[src/hw/cnn_seq_pkg.sv]
// Constants, pixel and quad types, stream word layouts and the result write port
// shared by all units of the convolution operand sequencer
package cnn_seq_pkg;

    // Image geometry, counted in 2x2 quads
    localparam int QUAD_COLS = 4;
    localparam int QUAD_ROWS = 4;
    localparam int BLOCKS_PER_ROW = QUAD_COLS - 1;  // Stride of one quad
    localparam int NUM_BLOCKS = (QUAD_ROWS - 1) * BLOCKS_PER_ROW;

    localparam int NUM_FILTERS = 2;
    localparam int MAC_TAPS = 9;
    localparam int PARAMS_PER_FILTER = MAC_TAPS + 1;  // Bias, then weights

    // Phase map of one block
    localparam int PHASE_COUNT = 17;
    localparam int PH_QUADS = 4;                       // Quad reads in phases 0..3
    localparam int PH_CONV = 4;                        // First weight address
    localparam int PH_HEADER = 6;                      // Header loaded into stream reg
    localparam int PH_CMD = PH_HEADER + MAC_TAPS + 1;  // Command loaded last

    // Post-processing command bytes
    localparam logic [7:0] SSFR_POOL_RELU = 8'hC1;
    localparam logic [7:0] SSFR_CFG = 8'h28;

    typedef logic [7:0] pixel_t;
    typedef logic [3:0] image_addr_t;
    typedef logic [4:0] conv_addr_t;
    typedef logic [3:0] res_addr_t;
    typedef logic [4:0] phase_t;

    // One read of the four image banks
    typedef struct packed {
        pixel_t ul;
        pixel_t ur;
        pixel_t ll;
        pixel_t lr;
    } quad_t;

    // 4x4 block, index quad*4 + bank
    typedef pixel_t [15:0] block_t;

    typedef enum logic [1:0] {
        HEADER,
        TAP,
        CMD
    } word_kind_t;

    // Output word to the MAC unit, decoded by kind
    typedef union packed {
        struct packed {
            pixel_t [3:0] win;  // Same tap of the four windows
            pixel_t       param;
        } taps;
        struct packed {
            pixel_t      count_hi;
            pixel_t      count_lo;
            logic [15:0] pad;
            pixel_t      bias;
        } header;
        struct packed {
            pixel_t      opcode;
            logic [23:0] pad;
            pixel_t      cfg;
        } cmd;
    } stream_word_u;

    typedef struct packed {
        logic         valid;
        word_kind_t   kind;
        stream_word_u word;
    } stream_t;

    typedef struct packed {
        logic [3:0] en;  // One-hot bank enable
        res_addr_t  addr;
        pixel_t     data;
    } res_wr_t;

endpackage

[src/hw/block_loader.sv]
// Z-order quad addressing of the image banks and the 4x4 block buffer
`timescale 1ns/1ps

module block_loader
    import cnn_seq_pkg::*;
(
    input  logic        clk,
    input  logic        reset,
    input  phase_t      phase,
    input  logic [3:0]  block_idx,
    output image_addr_t image_addr,
    input  quad_t       image_rd,
    output block_t      block
);

    logic [1:0] blk_row;
    logic [1:0] blk_col;
    logic [1:0] z_quad;
    logic       cap_en;    // A quad read was issued last cycle
    logic [1:0] cap_quad;  // Which quad of the block it was

    assign blk_row = 2'(block_idx / BLOCKS_PER_ROW);
    assign blk_col = 2'(block_idx % BLOCKS_PER_ROW);

    // UL, UR, LL, LR of the block in phases 0..3
    assign z_quad = phase[1:0];
    assign image_addr = image_addr_t'((blk_row + z_quad[1]) * QUAD_COLS
                                      + blk_col + z_quad[0]);

    always_ff @(posedge clk) begin
        if (reset) begin
            cap_en <= 1'b0;
        end else begin
            cap_en <= (phase < PH_QUADS);
        end
    end

    always_ff @(posedge clk) begin
        cap_quad <= z_quad;
    end

    // Synchronous read data lands one cycle after its address
    always_ff @(posedge clk) begin
        if (cap_en) begin
            block[cap_quad * 4 + 0] <= image_rd.ul;
            block[cap_quad * 4 + 1] <= image_rd.ur;
            block[cap_quad * 4 + 2] <= image_rd.ll;
            block[cap_quad * 4 + 3] <= image_rd.lr;
        end
    end

endmodule

[src/hw/conv_sequencer.sv]
// Top level of the convolution operand sequencer
// FSM, counters, block loader, stream emitter and result writer
`timescale 1ns/1ps

module conv_sequencer
    import cnn_seq_pkg::*;
(
    input  logic        clk,
    input  logic        reset,
    input  logic        start,
    output image_addr_t image_addr,
    input  quad_t       image_rd,
    output conv_addr_t  conv_addr,
    input  pixel_t      conv_rd,
    output stream_t     stream,
    input  logic        res_valid,
    input  pixel_t      res_data,
    output res_wr_t     res_wr,
    output logic        busy,
    output logic        done
);

    phase_t     phase;
    logic [3:0] block_idx;
    logic       filter_idx;
    logic       last_job;
    block_t     block;

    layer_fsm u_fsm (
        .clk      (clk),
        .reset    (reset),
        .start    (start),
        .last_job (last_job),
        .busy     (busy),
        .done     (done)
    );

    step_counter u_steps (
        .clk        (clk),
        .reset      (reset),
        .busy       (busy),
        .phase      (phase),
        .block_idx  (block_idx),
        .filter_idx (filter_idx),
        .last_job   (last_job)
    );

    block_loader u_loader (
        .clk        (clk),
        .reset      (reset),
        .phase      (phase),
        .block_idx  (block_idx),
        .image_addr (image_addr),
        .image_rd   (image_rd),
        .block      (block)
    );

    window_emitter u_emitter (
        .clk        (clk),
        .reset      (reset),
        .busy       (busy),
        .phase      (phase),
        .filter_idx (filter_idx),
        .block      (block),
        .conv_addr  (conv_addr),
        .conv_rd    (conv_rd),
        .stream     (stream)
    );

    // Runs whether busy or not
    res_writer u_res (
        .clk       (clk),
        .reset     (reset),
        .start     (start),
        .res_valid (res_valid),
        .res_data  (res_data),
        .res_wr    (res_wr)
    );

endmodule

[src/hw/layer_fsm.sv]
// Layer run state machine, IDLE and CONV, with busy level and done pulse
`timescale 1ns/1ps

module layer_fsm (
    input  logic clk,
    input  logic reset,
    input  logic start,
    input  logic last_job,
    output logic busy,
    output logic done
);

    typedef enum logic {
        IDLE,
        CONV
    } state_t;

    state_t state;

    always_ff @(posedge clk) begin
        if (reset) begin
            state <= IDLE;
            done  <= 1'b0;
        end else begin
            done <= 1'b0;
            case (state)
                IDLE: begin
                    if (start) begin
                        state <= CONV;
                    end
                end
                CONV: begin
                    // start is ignored here
                    if (last_job) begin
                        state <= IDLE;
                        done  <= 1'b1;  // Lines up with the final command word
                    end
                end
                default: state <= IDLE;
            endcase
        end
    end

    assign busy = (state == CONV);

endmodule

[src/hw/res_writer.sv]
// Round-robin write-back of MAC results into four result banks
`timescale 1ns/1ps

module res_writer
    import cnn_seq_pkg::*;
(
    input  logic    clk,
    input  logic    reset,
    input  logic    start,
    input  logic    res_valid,
    input  pixel_t  res_data,
    output res_wr_t res_wr
);

    logic [1:0] bank_ptr;
    res_addr_t  addr_ptr;
    logic [3:0] wr_en;
    res_addr_t  wr_addr;
    pixel_t     wr_data;

    always_ff @(posedge clk) begin
        if (reset) begin
            bank_ptr <= '0;
            addr_ptr <= '0;
            wr_en    <= '0;
            wr_addr  <= '0;
        end else begin
            wr_en <= '0;  // One-cycle strobe
            if (res_valid) begin
                wr_en    <= 4'b0001 << bank_ptr;
                wr_addr  <= addr_ptr;
                bank_ptr <= bank_ptr + 2'd1;
                if (bank_ptr == 2'd3) begin
                    addr_ptr <= addr_ptr + res_addr_t'(1);  // Next row of four
                end
            end
            if (start) begin
                bank_ptr <= '0;
                addr_ptr <= '0;
            end
        end
    end

    always_ff @(posedge clk) begin
        wr_data <= res_data;
    end

    assign res_wr = '{en: wr_en, addr: wr_addr, data: wr_data};

endmodule

[src/hw/step_counter.sv]
// Phase, block and filter counters of one layer run
`timescale 1ns/1ps

module step_counter
    import cnn_seq_pkg::*;
(
    input  logic       clk,
    input  logic       reset,
    input  logic       busy,
    output phase_t     phase,
    output logic [3:0] block_idx,
    output logic       filter_idx,
    output logic       last_job
);

    logic block_end;
    logic last_block;
    logic last_filter;

    assign block_end   = (phase == phase_t'(PHASE_COUNT - 1));
    assign last_block  = (block_idx == 4'(NUM_BLOCKS - 1));
    assign last_filter = (filter_idx == 1'(NUM_FILTERS - 1));

    always_ff @(posedge clk) begin
        if (reset || !busy) begin
            phase      <= '0;  // Parked at block 0 of filter 0
            block_idx  <= '0;
            filter_idx <= 1'b0;
        end else if (block_end) begin
            phase <= '0;
            if (last_block) begin
                block_idx  <= '0;
                filter_idx <= last_filter ? 1'b0 : filter_idx + 1'b1;
            end else begin
                block_idx <= block_idx + 4'd1;  // Raster order
            end
        end else begin
            phase <= phase + phase_t'(1);
        end
    end

    // Final cycle of the run
    assign last_job = block_end && last_block && last_filter;

endmodule

[src/hw/window_emitter.sv]
// Weight addressing and the registered header, tap and command stream
// Word k is loaded in phase 6+k and shows on stream in the next cycle
`timescale 1ns/1ps

module window_emitter
    import cnn_seq_pkg::*;
(
    input  logic       clk,
    input  logic       reset,
    input  logic       busy,
    input  phase_t     phase,
    input  logic       filter_idx,
    input  block_t     block,
    output conv_addr_t conv_addr,
    input  pixel_t     conv_rd,
    output stream_t    stream
);

    logic [3:0]   param_sel;
    logic [3:0]   tap;
    pixel_t       param_q;  // Weight memory data, one cycle late
    stream_t      nxt;
    logic         valid_q;
    word_kind_t   kind_q;
    stream_word_u word_q;

    // Pixel of window n at tap t, windows overlap by one quad column/row
    function automatic pixel_t window_pixel(block_t blk, int unsigned n, int unsigned t);
        int unsigned r;
        int unsigned c;
        r = n / 2 + t / 3;
        c = n % 2 + t % 3;
        return blk[(r / 2 * 2 + c / 2) * 4 + (r % 2) * 2 + c % 2];
    endfunction

    // Bias then nine weights, phases 4..13
    always_comb begin
        param_sel = '0;
        if (phase >= PH_CONV && phase < PH_CONV + PARAMS_PER_FILTER) begin
            param_sel = 4'(phase - phase_t'(PH_CONV));
        end
        conv_addr = conv_addr_t'(filter_idx) * conv_addr_t'(PARAMS_PER_FILTER)
                    + conv_addr_t'(param_sel);
    end

    always_ff @(posedge clk) begin
        param_q <= conv_rd;
    end

    assign tap = 4'(phase - phase_t'(PH_HEADER + 1));

    always_comb begin
        nxt = '0;
        if (busy) begin
            if (phase == PH_HEADER) begin
                nxt.valid = 1'b1;
                nxt.kind  = HEADER;
                {nxt.word.header.count_hi, nxt.word.header.count_lo} = 16'(MAC_TAPS);
                nxt.word.header.bias = param_q;
            end else if (phase > PH_HEADER && phase < PH_CMD) begin
                nxt.valid = 1'b1;
                nxt.kind  = TAP;
                for (int n = 0; n < 4; n++) begin
                    nxt.word.taps.win[n] = window_pixel(block, n, tap);
                end
                nxt.word.taps.param = param_q;  // Weight tap
            end else if (phase == PH_CMD) begin
                nxt.valid = 1'b1;
                nxt.kind  = CMD;
                nxt.word.cmd.opcode = SSFR_POOL_RELU;
                nxt.word.cmd.cfg    = SSFR_CFG;
            end
        end
    end

    always_ff @(posedge clk) begin
        if (reset) begin
            valid_q <= 1'b0;
        end else begin
            valid_q <= nxt.valid;
        end
    end

    always_ff @(posedge clk) begin
        kind_q <= nxt.kind;
        word_q <= nxt.word;
    end

    assign stream = '{valid: valid_q, kind: kind_q, word: word_q};

endmodule

[config.mk]
export PLATFORM = sky130hd
export DESIGN_NAME = conv_sequencer
export DESIGN_NICKNAME = d
export VERILOG_FILES = /design/src/hw/cnn_seq_pkg.sv /design/src/hw/block_loader.sv /design/src/hw/conv_sequencer.sv /design/src/hw/layer_fsm.sv /design/src/hw/res_writer.sv /design/src/hw/step_counter.sv /design/src/hw/window_emitter.sv
export SDC_FILE = /design/constraint.sdc
export NUM_CORES = 1
export LEC_CHECK = 0
export BUFFER_PORTS_ARGS = -buffer_cell sky130_fd_sc_hd__buf_4
export CORE_MARGIN = 2
export CORE_UTILIZATION = 40
export DETAILED_ROUTE_END_ITERATION = 12
export GPL_ROUTABILITY_DRIVEN = 0
export SETUP_SLACK_MARGIN = 0.1
export SLEW_MARGIN = 15
export SYNTH_ARGS = -nofsm -noshare
export SYNTH_HDL_FRONTEND = slang
export SYNTH_SLANG_ARGS = --single-unit
[constraint.sdc]
create_clock -name clk -period 6.2 [get_ports clk]
set_input_delay 0.62 -clock clk [delete_from_list [all_inputs] [get_ports clk]]
set_output_delay 0.62 -clock clk [all_outputs]
set_load 0.05 [all_outputs]
==> reports/results.txt <==
outcome: completed
Iter 0 DRT Violations: 957
I/O Buffers: 121
synth top area cells: edfxtp_1 (33%), dfxtp_1 (15%), mux2i_1 (8.3%)
die extent in x: 175 um
hold endpoint: u_res.wr_data[6]
Placeable Area: 28800 um2
switch share: 0.286
Int Power: 0.00274 W
die area: 30800 um2
startpoint type of the worst setup path: register
Yosys top cell area share: 0.327
Finish-stage setup viols: 0
Slew HR: 0.242
post-DP HPWL: 22.8 mm
via/cell ratio: 5.99
Max-Cap Viols: 0
layout cells sized above 1: 0.222
worst vdd ir: 0.203 mV
DR pass1 iterations: 5
number of global-route vias before repair: 8939
Seq pwr share: 0.412
Max Fclk: 173 MHz
sw power: 0.00109 W
EDFF count, synth: 128
Comb power frac: 0.193
Worst EP required: 6590 ps
Primary FF master, synth: edfxtp_1
total track usage: 0.221
Fin. Hold Viols: 0
Setup crit end kind: register
H-tree levels: 1
Worst Path Arrival: 6160 ps
Hold Path Origin: res_data[6]
Clock Skew: 11.0 ps
flops & latches, synth: 216
DRC Markers: 0
drt wl/cell: 22.1 um
static leakage: 5.36 nW
Synth Instances: 1082
Ys Warns: 0
CTS tree: yes
Synth cell types: 73
hold_buf cts: 0
Clock Latency Late Sink: 520 ps
Worst R2R Setup Slack: 420 ps
row count: 62
WL final: 34.9 mm
Num CTS Buffers: 25
DP Area: 13100 um2
Final #Nets: 1260
actual slew at the worst max-slew pin: 1130 ps
antenna viol nets, final: 0
Clock power frac: 0.395
pwr dens: 273 nW/um2
Slew Limit Fails: 0
post-synth top area cell: edfxtp_1
grt ovf: 0
first-pass GRT wire length: 53.0 mm
Hold Path Class: in2reg
crit path time final: 5780 ps
Reg2Reg Depth: 19
initial antenna violation count: 1
unrepaired setup endpoints after global routing: no
largest net degree at the start of global routing: 172
Via Count: 9483
synthesized area: 11800 um2
critical path class: reg2reg
initial core utilization: 0.408
Min-Delay Path Depth: 1
ant diodes: 0
Seq/Total Area, Yosys: 0.477
setup TNS: 0 ps
CP Max Fanout: 64
area grow syn2layout: 19.5%
clk sinks: 216
ys async rst share: 0
clock-pin slew on the worst setup and hold paths: 60 ps
Root Buffer: clkbuf_16
Ports: 122
CTS max path bufs: 3
period utilization: 0.932
syn nets: 1160
post-route design area: 14000 um2
worst reg2reg path endpoint: u_emitter.word_q[25]
average cell area after synthesis: 10.9 um2
Worst R2R Start: u_steps.phase[1]
Die Span Y: 175 um
==> flip-flops by register name (all words and copies together) (netlist names) <==
signal	cells
u_loader.block	128
u_emitter.word_q	40
u_emitter.param_q	8
u_res.wr_data	8
u_steps.phase	5
u_res.addr_ptr	4
u_res.wr_addr	4
u_res.wr_en	4
u_steps.block_idx	4
u_emitter.kind_q	2
u_loader.cap_quad	2
u_res.bank_ptr	2
u_emitter.valid_q	1
u_fsm.busy	1
u_fsm.done	1
u_loader.cap_en	1
u_steps.filter_idx	1
==> cell usage in the layout (no fill, tap or decap), types with 25 or more instances in the layout <==
master | synthesis | layout
mux2i_1 | 97 | 97
a21oi_1 | 58 | 57
o21ai_0 | 32 | 32
nor2_1 | 78 | 78
edfxtp_1 | 128 | 128
mux4_2 | 29 | 29
clkbuf_16 | 0 | 27
and2_1 | 33 | 32
nand2_1 | 93 | 89
dfxtp_1 | 88 | 85
inv_1 | 25 | 25
buf_4 | 8 | 149
==> what timing repair did <==
| action | CTS | global route |
|---|---|---|
| setup buffers | 0 | 3 |
| endpoints found under the setup margin | 0 | 22 |
| endpoints found under the hold margin | 0 | 0 |
| gates resized for setup | 0 | 5 |
==> worst max-delay path: stages, from the launching register on <==
cell	delay (ps)
dfxtp_2	430
ha_1	310
buf_4	210
mux2i_1	280
a21oi_1	140
ha_2	250
a2111oi_4	360
xnor2_2	220
inv_1	100
ha_1	200
or3_1	390
o32ai_4	360
buf_4	210
and2_4	150
buf_4	430
buf_6	530
mux2i_1	340
mux2i_1	130
nor4b_1	190
a221o_1	310
==> metal layers <==
metal	part of all wire	up-vias	GRT usage
met4	0.031	0	0.0688
met1	0.44	4609	0.319
met5	0	-	0
met2	0.45	454	0.347
met3	0.079	76	0.0279
li1	-	4344	-
==> synth_stat cells, types with 6 or more instances <==
| cell | n |
|---|---|
| and3_1 | 21 |
| mux4_2 | 29 |
| nand2_1 | 93 |
| xor2_1 | 9 |
| nor2b_1 | 10 |
| ha_1 | 26 |
| nor2_1 | 78 |
| o2111ai_1 | 6 |
| o21ai_0 | 32 |
| a21oi_1 | 58 |
| a211oi_1 | 14 |
| clkbuf_1 | 41 |
| buf_1 | 6 |
| dfxtp_1 | 88 |
| a21o_1 | 6 |
| nor4_1 | 18 |
| buf_4 | 8 |
| a311oi_1 | 12 |
| o221ai_1 | 10 |
| and2_1 | 33 |
| xnor2_1 | 16 |
| a31oi_1 | 13 |
| mux2i_1 | 97 |
| buf_2 | 23 |
| o211ai_1 | 20 |
| nor3_1 | 23 |
| o31ai_1 | 17 |
| inv_1 | 25 |
| nand3_1 | 17 |
| a221oi_1 | 22 |
| edfxtp_1 | 128 |
==> cell type report <==
class / instances / area (um2)
inverter: 27 / 101
fill: 2603 / 14700
clock buffer: 34 / 742
tap: 384 / 480
sequential: 216 / 5610
multi-input combinational: 760 / 5830
clock inverter: 10 / 111
timing repair buffer: 152 / 1160
==> cells by family (layout without fill, tap and decap cells) <==
group	count (synthesis)	count (layout)	synth area share
multiplexers	129	129	0.141
flip-flops	216	216	0.477
buffers and inverters	106	223	0.0395
AO/OA/AOI/OAI	256	256	0.159
XOR/XNOR	27	27	0.0224
adder cells (fa/ha/maj)	26	26	0.0277
AND/OR/NAND/NOR	322	322	0.133
==> worst max-delay path by stage <==
stage,start,end,slack (ps),cells after the start
global placement,u_steps.phase[1],u_emitter.word_q[15],280,18
floorplan,u_steps.phase[0],u_emitter.word_q[23],120,29
global route,u_steps.phase[1],u_emitter.word_q[20],120,22
detailed placement,u_steps.phase[1],u_emitter.word_q[20],210,21
finish,u_steps.phase[1],u_emitter.word_q[25],420,19
CTS,u_steps.phase[1],u_emitter.word_q[20],160,21
==> per-stage QoR <==
stage / std cells / total power (W) / hold slack (ps) / setup WS (ps) / util
floorplan: 1082 / 0.00212 / 386 / 119 / -
global placement: 1536 / 0.00232 / 420 / 281 / 0.457
detailed placement: 1536 / 0.00233 / 423 / 214 / 0.457
CTS: 1580 / 0.00384 / 180 / 157 / 0.487
global route: 1583 / 0.00397 / 180 / 119 / 0.488
finish: 1583 / 0.00383 / 195 / 424 / 0.488
==> power groups by stage <==
stage	combinational [W]	sequential, W	clock (W)
floorplan	0.000507	0.00161	0
detailed placement	0.000717	0.00161	0
CTS	0.000720	0.00158	0.00154
global route	0.000786	0.00158	0.00160
global placement	0.000710	0.00161	0
finish	0.000740	0.00158	0.00151
Power figures use the tool's default switching activity.
